===== src/include/bank_xor_macros.svh =====
/*
 Sizing of the banked scratchpad.
 NBANK must equal 2**LANE_BW, since the swap network addresses lanes by bit.
 SEL_BW must be wide enough to select any bit of a row address.
 Rotation stages move by 1, 2 and 4 positions.
*/
`ifndef BANK_XOR_MACROS_SVH
`define BANK_XOR_MACROS_SVH

// Banks and lanes are one to one
`define BX_NBANK 8
// Lane index width, also the number of swap stages
`define BX_LANE_BW 3
// Data bits per lane
`define BX_DATA_BW 16
// Row address, 16 rows per bank
`define BX_ROW_BW 4
// Selects one row bit per swap stage
`define BX_SEL_BW 2
// Omega stages after the swaps
`define BX_ROT_STAGES 3

`endif


===== src/verilog/bank_xor_pkg.sv =====
/*
 Shared types of the banked scratchpad.
 Lane 0 sits in the low bits of a lane vector.
 A zero configuration is the identity placement.
*/
`include "bank_xor_macros.svh"
`default_nettype none

package bank_xor_pkg;

	//============================================================
	// Data vectors
	//============================================================
	// One word per lane, or per bank after the write network
	typedef logic [`BX_NBANK-1:0][`BX_DATA_BW-1:0] lane_vec_t;

	//============================================================
	// Scrambling configuration
	//============================================================
	typedef struct packed {
		// Row bit that enables swap stage s
		logic [`BX_LANE_BW-1:0][`BX_SEL_BW-1:0] swap_sel;
		// One enable per rotation stage
		logic [`BX_ROT_STAGES-1:0]              rot_mask;
	} xor_cfg_t;

	//============================================================
	// Requests
	//============================================================
	typedef struct packed {
		logic [`BX_ROW_BW-1:0] row;
		lane_vec_t             data;
	} wr_req_t;

	// Row only for now, room for more fields later
	typedef struct packed {
		logic [`BX_ROW_BW-1:0] row;
	} rd_req_t;

endpackage

`default_nettype wire


===== src/verilog/bank_butterfly_write.sv =====
/*
 Lane to bank placement for one row, pure combinational logic.
 Swaps run from the low lane bit upward, each gated by a row bit.
 Rotations follow, each moving data by a power of two.
 Reading back needs the same configuration and the same row.
*/
`include "bank_xor_macros.svh"
`default_nettype none

module bank_butterfly_write
	import bank_xor_pkg::*;
(
	input  wire xor_cfg_t              i_cfg,
	input  wire [`BX_ROW_BW-1:0]       i_row,
	input  wire lane_vec_t             i_lanes,
	output lane_vec_t                  o_banks
);

	//============================================================
	// Stage vectors
	//============================================================
	localparam int NSTAGE = `BX_LANE_BW + `BX_ROT_STAGES;

	// Index 0 is the input, the last index is the bank order
	lane_vec_t stg [NSTAGE+1];
	// Swap enables, one per stage, decoded from the row
	logic [`BX_LANE_BW-1:0] swap_en;

	always_comb begin
		for (int s = 0; s < `BX_LANE_BW; s++) begin
			swap_en[s] = i_row[i_cfg.swap_sel[s]];
		end
	end

	//============================================================
	// Network
	//============================================================
	always_comb begin
		stg[0] = i_lanes;
		// Swap stages, lane j pairs with lane j xor 2^s
		for (int s = 0; s < `BX_LANE_BW; s++) begin
			for (int j = 0; j < `BX_NBANK; j++) begin
				if (swap_en[s])
					stg[s+1][j] = stg[s][j ^ (1 << s)];
				else
					stg[s+1][j] = stg[s][j];
			end
		end
		// Omega stages, position j pulls from j + 2^r
		for (int r = 0; r < `BX_ROT_STAGES; r++) begin
			for (int j = 0; j < `BX_NBANK; j++) begin
				if (i_cfg.rot_mask[r])
					stg[`BX_LANE_BW+r+1][j] = stg[`BX_LANE_BW+r][(j + (1 << r)) % `BX_NBANK];
				else
					stg[`BX_LANE_BW+r+1][j] = stg[`BX_LANE_BW+r][j];
			end
		end
	end

	assign o_banks = stg[NSTAGE];

endmodule

`default_nettype wire


===== src/verilog/bank_butterfly_read.sv =====
/*
 Bank to lane order for one row, the exact mirror of the write network.
 Rotations are undone from the highest stage down.
 The swaps are then applied again, since each one is its own inverse.
 The row must be the one the data was read from.
*/
`include "bank_xor_macros.svh"
`default_nettype none

module bank_butterfly_read
	import bank_xor_pkg::*;
(
	input  wire xor_cfg_t              i_cfg,
	input  wire [`BX_ROW_BW-1:0]       i_row,
	input  wire lane_vec_t             i_banks,
	output lane_vec_t                  o_lanes
);

	//============================================================
	// Stage vectors
	//============================================================
	localparam int NSTAGE = `BX_ROT_STAGES + `BX_LANE_BW;

	lane_vec_t stg [NSTAGE+1];
	// Same row decode as the write side
	logic [`BX_LANE_BW-1:0] swap_en;

	always_comb begin
		for (int s = 0; s < `BX_LANE_BW; s++) begin
			swap_en[s] = i_row[i_cfg.swap_sel[s]];
		end
	end

	//============================================================
	// Inverse network
	//============================================================
	always_comb begin
		stg[0] = i_banks;
		// Undo omega stages, high to low
		// position j pulls from j - 2^r, kept positive before the modulo
		for (int k = 0; k < `BX_ROT_STAGES; k++) begin
			for (int j = 0; j < `BX_NBANK; j++) begin
				if (i_cfg.rot_mask[`BX_ROT_STAGES-1-k])
					stg[k+1][j] = stg[k][(j + `BX_NBANK - (1 << (`BX_ROT_STAGES-1-k))) % `BX_NBANK];
				else
					stg[k+1][j] = stg[k][j];
			end
		end
		// Swaps commute, so low to high is fine here too
		for (int s = 0; s < `BX_LANE_BW; s++) begin
			for (int j = 0; j < `BX_NBANK; j++) begin
				if (swap_en[s])
					stg[`BX_ROT_STAGES+s+1][j] = stg[`BX_ROT_STAGES+s][j ^ (1 << s)];
				else
					stg[`BX_ROT_STAGES+s+1][j] = stg[`BX_ROT_STAGES+s][j];
			end
		end
	end

	assign o_lanes = stg[NSTAGE];

endmodule

`default_nettype wire


===== src/verilog/bank_sram_array.sv =====
/*
 Eight single-port banks, all addressed by the same row.
 A write stores every bank in one cycle.
 Read data and its row are registered at the read edge.
 Read and write in the same cycle are not allowed.
*/
`include "bank_xor_macros.svh"
`default_nettype none

module bank_sram_array
	import bank_xor_pkg::*;
(
	input  wire                        i_clk,
	input  wire                        i_arst_n,
	input  wire                        i_wr_en,
	input  wire                        i_rd_en,
	input  wire [`BX_ROW_BW-1:0]       i_row,
	input  wire lane_vec_t             i_wr_banks,
	output lane_vec_t                  o_rd_banks,
	output logic [`BX_ROW_BW-1:0]      o_rd_row
);

	localparam int NROWS = 1 << `BX_ROW_BW;

	//============================================================
	// Banks
	//============================================================
	for (genvar b = 0; b < `BX_NBANK; b++) begin : g_bank
		logic [`BX_DATA_BW-1:0] mem [NROWS];
		logic [`BX_DATA_BW-1:0] rd_q;

		// One port, write has priority over read
		always_ff @(posedge i_clk) begin
			if (i_wr_en)
				mem[i_row] <= i_wr_banks[b];
			else if (i_rd_en)
				rd_q <= mem[i_row];
		end

		assign o_rd_banks[b] = rd_q;
	end

	// Row of the last read, the read network needs it
	always_ff @(posedge i_clk) begin
		if (i_rd_en)
			o_rd_row <= i_row;
	end

	// Single port, so the caller must keep reads and writes apart
	a_no_rd_wr: assert property (@(posedge i_clk) disable iff (!i_arst_n)
		!(i_wr_en && i_rd_en));

endmodule

`default_nettype wire


===== src/verilog/bank_xor_ctrl.sv =====
/*
 Active configuration and read pipeline tracking.
 A new configuration applies from the cycle after its strobe.
 Read data leaves two edges after the read strobe.
 A configuration strobe must not share a cycle with a read strobe.
 There is no back-pressure and the output is never stalled.
*/
`default_nettype none

module bank_xor_ctrl
	import bank_xor_pkg::*;
(
	input  wire                        i_clk,
	input  wire                        i_arst_n,
	input  wire                        i_cfg_valid,
	input  wire xor_cfg_t              i_cfg,
	input  wire                        i_rd_valid,
	input  wire lane_vec_t             i_rd_lanes,
	output xor_cfg_t                   o_cfg,
	output logic                       o_rd_valid,
	output lane_vec_t                  o_rd_data
);

	//============================================================
	// Configuration
	//============================================================
	// Zero is the identity placement
	always_ff @(posedge i_clk or negedge i_arst_n) begin
		if (!i_arst_n)
			o_cfg <= '0;
		else if (i_cfg_valid)
			o_cfg <= i_cfg;
	end

	//============================================================
	// Read pipeline
	//============================================================
	// Bit 0 marks bank data captured, bit 1 the output register
	logic [1:0] rd_vld_pipe;

	always_ff @(posedge i_clk or negedge i_arst_n) begin
		if (!i_arst_n)
			rd_vld_pipe <= '0;
		else
			rd_vld_pipe <= {rd_vld_pipe[0], i_rd_valid};
	end

	assign o_rd_valid = rd_vld_pipe[1];

	// Lane order vector, loaded while the inverse network holds it
	always_ff @(posedge i_clk) begin
		if (rd_vld_pipe[0])
			o_rd_data <= i_rd_lanes;
	end

	// Inverse network decodes in the cycle after the read strobe
	a_cfg_rd_apart: assert property (@(posedge i_clk) disable iff (!i_arst_n)
		i_rd_valid |-> !i_cfg_valid);

endmodule

`default_nettype wire


===== src/verilog/bank_xor_mem_top.sv =====
/*
 Banked vector scratchpad with XOR scrambled bank placement.
 Configuration, write and read are single-cycle strobes.
 A read and a write must not be issued in the same cycle.
 Read data returns two edges after the strobe, in lane order.
*/
`include "bank_xor_macros.svh"
`default_nettype none

module bank_xor_mem_top
	import bank_xor_pkg::*;
(
	input  wire                        i_clk,
	input  wire                        i_arst_n,
	input  wire                        i_cfg_valid,
	input  wire xor_cfg_t              i_cfg,
	input  wire                        i_wr_valid,
	input  wire wr_req_t               i_wr,
	input  wire                        i_rd_valid,
	input  wire rd_req_t               i_rd,
	output logic                       o_rd_valid,
	output lane_vec_t                  o_rd_data
);

	xor_cfg_t              cfg;
	lane_vec_t             wr_banks;
	lane_vec_t             rd_banks;
	lane_vec_t             rd_lanes;
	logic [`BX_ROW_BW-1:0] rd_row;
	logic [`BX_ROW_BW-1:0] row;

	// Shared port, only one request at a time
	assign row = i_wr_valid ? i_wr.row : i_rd.row;

	bank_xor_ctrl u_ctrl (
		.i_clk(i_clk), .i_arst_n(i_arst_n),
		.i_cfg_valid(i_cfg_valid), .i_cfg(i_cfg),
		.i_rd_valid(i_rd_valid), .i_rd_lanes(rd_lanes),
		.o_cfg(cfg), .o_rd_valid(o_rd_valid), .o_rd_data(o_rd_data)
	);

	bank_butterfly_write u_bf_wr (
		.i_cfg(cfg), .i_row(i_wr.row), .i_lanes(i_wr.data), .o_banks(wr_banks)
	);

	bank_sram_array u_sram (
		.i_clk(i_clk), .i_arst_n(i_arst_n),
		.i_wr_en(i_wr_valid), .i_rd_en(i_rd_valid), .i_row(row),
		.i_wr_banks(wr_banks), .o_rd_banks(rd_banks), .o_rd_row(rd_row)
	);

	// Works on the registered row, one cycle after the strobe
	bank_butterfly_read u_bf_rd (
		.i_cfg(cfg), .i_row(rd_row), .i_banks(rd_banks), .o_lanes(rd_lanes)
	);

endmodule

`default_nettype wire


===== config.mk =====
export PLATFORM = sky130hd
export DESIGN_NAME = bank_xor_mem_top
export DESIGN_NICKNAME = d
export VERILOG_FILES = /design/src/verilog/bank_xor_pkg.sv /design/src/verilog/bank_butterfly_write.sv /design/src/verilog/bank_butterfly_read.sv /design/src/verilog/bank_sram_array.sv /design/src/verilog/bank_xor_ctrl.sv /design/src/verilog/bank_xor_mem_top.sv
export VERILOG_INCLUDE_DIRS = /design/src /design/src/include
export SDC_FILE = /design/constraint.sdc
export NUM_CORES = 2
export LEC_CHECK = 0
export ABC_AREA = 1
export BUFFER_PORTS_ARGS = -buffer_cell sky130_fd_sc_hd__buf_2
export CAP_MARGIN = 20
export CORE_ASPECT_RATIO = 1.5
export CORE_MARGIN = 5
export CORE_UTILIZATION = 55
export DETAILED_ROUTE_END_ITERATION = 6
export PLACE_DENSITY = 0.77
export SKIP_LAST_GASP = 1
export SLEW_MARGIN = 25
export SYNTH_ARGS = -nofsm -noshare
export SYNTH_HDL_FRONTEND = slang
export SYNTH_SLANG_ARGS = --single-unit
export TNS_END_PERCENT = 1

===== constraint.sdc =====
create_clock -name i_clk -period 6 [get_ports i_clk]
set_input_delay 0.6 -clock i_clk [delete_from_list [all_inputs] [get_ports i_clk]]
set_output_delay 0.6 -clock i_clk [all_outputs]
set_load 0.01 [all_outputs]

==> metrics.cfg <==
[clock_tree]
cts_sinks=2319
clk_path_buf_depth=4
cts_buffers=198
cts_root_buf=clkbuf_16
cts_resized=0
htreeDepth=4
path_clk_slew_ns=0.07
clock_latency_ns=0.85
cts_tree=done

[detailed_routing]
drt_iter0_drc=12500
met1_length_mm=111
drtPass1Iterations=7
num_vias=79500
wl_met2_mm=136
wl_per_cell_um=25.1
final_antenna_net_count=0
wl_met3_mm=41.8
route.detailed.drc=26
dr.max_layer_used=met5
vias_per_cell=6.70
routed_wl_mm=298

[setup_path]
cp_common_cell=nand2_1
path_class=reg -> reg
end_kind=flip-flop
reg2reg_from=u_ctrl.o_cfg[4]$_DFFE_PN0P_
slowest_stage=clkinv_2
worstPathRequired_ns=6.67
cpPeakStageDelay_ns=1.09
r2r_cells=10
arrival_ns=4.87
crit_chain=inv_1 -> a21oi_1 -> a32oi_4 -> clkinv_2 -> buf_4 -> o211ai_1 -> nand3_1 -> nand2_1 -> nand2_1 -> nand2_1
critPathLaunchType=flip-flop
startpoint=u_ctrl.o_cfg[4]$_DFFE_PN0P_
critPathMaxFanout=70

[layout]
drive_above_1_share_pct=7.62
areaGrowthSynthToFinish_pct=8.86
num-fill-cells=14600
layoutNonFillerInstCount=11900
finalNetCount=9388

[placement]
placedCellCount=11500
post-place-ws_ns=1.76
numPortBuffers=278
dp_hpwl_mm=166
gp_congestion=0.854

[die]
rows=196
dieArea_um2=199000
fp.dieW_um=366
initial_core_util_pct=55.1
core_um2=190000
io-pin-count=279
fp.dieH_um=544

[sta]
grt_setup_unrepaired=false
setup_viol=0
tns_ns=0
drv_slew=0
holdWs_ns=0.0932
clock_skew_ns=0.0616
fin_crit_sh_pct=70.0
slew_headroom_pct=20.7
worstMarginPinSlew_ns=1.19
setup_slack_ns=1.80
fmax_mhz=238
period_needed_ns=4.20
hold_violations=0

[power]
cellPowerDensity_nw_per_um2=354
power_switching_mw=11.7
comb_power_share_pct=19.0
total_power_mw=40.3
ir_drop_mv=0.252
p_int_mw=28.6
seqPwrFrac_pct=49.5
p_leak_nw=40.0
swShare_pct=29.0
p_clk_share_pct=31.5

[job]
cap_viol_max_count=0

[synth]
ys_seq_area_share_pct=66.5
synth_nets=9558
synth-seq-cells=2319
syn_area_per_cell_um2=11.1
yosys_warnings=0
ys_types=24
netlist_area_um2=105000
synthCells=9408

[grt]
grt_max_degree=258
grt_pass1_wl_mm=448
antenna_found_initial=18
overflow=0
grtUsageTotal_pct=28.9
first_global_vias=75300

[worst_hold_path]
holdCritStartpoint=i_cfg[3]
hold_path_depth=3
hold_path_class=in -> reg

[run_status]
outcome=finished, violations left
failed_checks=DRC

synthesized netlist by cell type (all sizes together):
| cell | n | area, µm² |
|---|---|---|
| inv | 159 | 602 |
| nor2 | 25 | 118 |
| o211ai | 256 | 1920 |
| o21ai | 143 | 716 |
| a32oi | 3 | 26.3 |
| nand4 | 128 | 801 |
| buf | 391 | 1980 |
| a21oi | 5 | 25.0 |
| clkbuf | 372 | 1400 |
| or2 | 128 | 801 |
| dfrtp | 11 | 275 |
| edfxtp | 2308 | 69300 |
| nand2 | 1634 | 6130 |
| nand3 | 3333 | 16700 |
| a22oi | 512 | 3840 |
what timing repair did:
item,in CTS,in global routing
hold endpoints to repair,15,0
buffers inserted,0,0
hold buffers,5,0
cell families (layout without fill, tap and decap cells):
group	count (synthesis)	after routing	share of synthesized area (%)
buffers and inverters	922	902	3.81
other	0	3	0
flip-flops	2319	2319	66.5
AO/OA/AOI/OAI	919	919	6.24
AND/OR/NAND/NOR	5248	5248	23.4
final timing paths:
kind                                                            to  slack [ns]
worst max-delay path                 u_ctrl.o_rd_data[8]$_DFFE_PP_        1.80
worst max register to register       u_ctrl.o_rd_data[8]$_DFFE_PP_        1.80
worst min register to register  u_sram.g_bank[6].rd_q[9]$_DFFE_PP_        0.64
worst min-delay path                   u_ctrl.o_cfg[3]$_DFFE_PN0P_        0.09
max in group asynchronous          u_ctrl.rd_vld_pipe[0]$_DFF_PN0_        5.45
min in group asynchronous          u_ctrl.rd_vld_pipe[1]$_DFF_PN0_        0.22
cell usage in the layout (no fill, tap or decap), types with 38 or more instances in the layout:
cell type  synthesis  routed
clkinv_2           0      38
clkbuf_16          0     199
edfxtp_1        2308    2308
nand3_1         3333    3331
nand4_1          128     128
o21ai_1          120     118
clkinv_1           0      42
buf_2            292     278
o211ai_1         256     256
buf_4             32      63
or2_1            128     128
nand2_1         1634    1631
buf_12             0      43
a22oi_1          512     512
inv_1            152     148
sequential cells by signal (all words and copies together), names as in the netlist:
| signal | cells |
|---|---|
| u_ctrl.rd_vld_pipe | 2 |
| u_sram.o_rd_row | 4 |
| u_sram.g_bank.mem | 2048 |
| u_sram.g_bank.rd_q | 128 |
| u_ctrl.o_rd_data | 128 |
| u_ctrl.o_cfg | 9 |
metrics by stage:
stage	util (%)	instance area [µm²]
after floorplan	-	105000
after global placement	56.6	107000
after detailed placement	56.6	107000
after CTS	60.0	114000
after global routing	60.0	114000
final	60.0	114000
worst max-delay path: cells and delay by family (launching register included):
family          cells  cell delay, ns
simple gates        4            0.44
flops               1            0.41
buf+inv             3            1.96
compound gates      3            1.14
power by group through the flow:
| stage | registers [mW] | logic, mW | clock network (mW) |
|---|---|---|---|
| floorplan | 20.3 | 5.02 | 0 |
| global placement | 20.3 | 7.16 | 0 |
| detailed placement | 20.3 | 7.43 | 0 |
| CTS | 19.9 | 7.46 | 12.8 |
| global route | 20.0 | 8.39 | 13.4 |
| finish | 19.9 | 7.66 | 12.7 |
routing by layer:
layer / global-route usage (%) / vias to the layer above
li1: - / 34900
met1: 40.5 / 38100
met2: 46.1 / 5740
met3: 6.25 / 751
met4: 8.88 / 4
met5: 0 / -
area by class of cell:
| type | instances | area, µm² | share of cell area [%] |
|---|---|---|---|
| Sequential cell | 2319 | 69600 | 61.1 |
| Clock inverter | 119 | 1230 | 1.08 |
| Clock buffer | 231 | 5130 | 4.50 |
| Multi-Input combinational cell | 6167 | 31400 | 27.5 |
| Timing Repair Buffer | 393 | 2840 | 2.49 |
| Inverter | 159 | 642 | 0.564 |
| Tap cell | 2475 | 3100 | 2.72 |
| Antenna cell | 3 | 7.51 | 0.00659 |
Note: power is estimated with default switching activity, not from simulation.
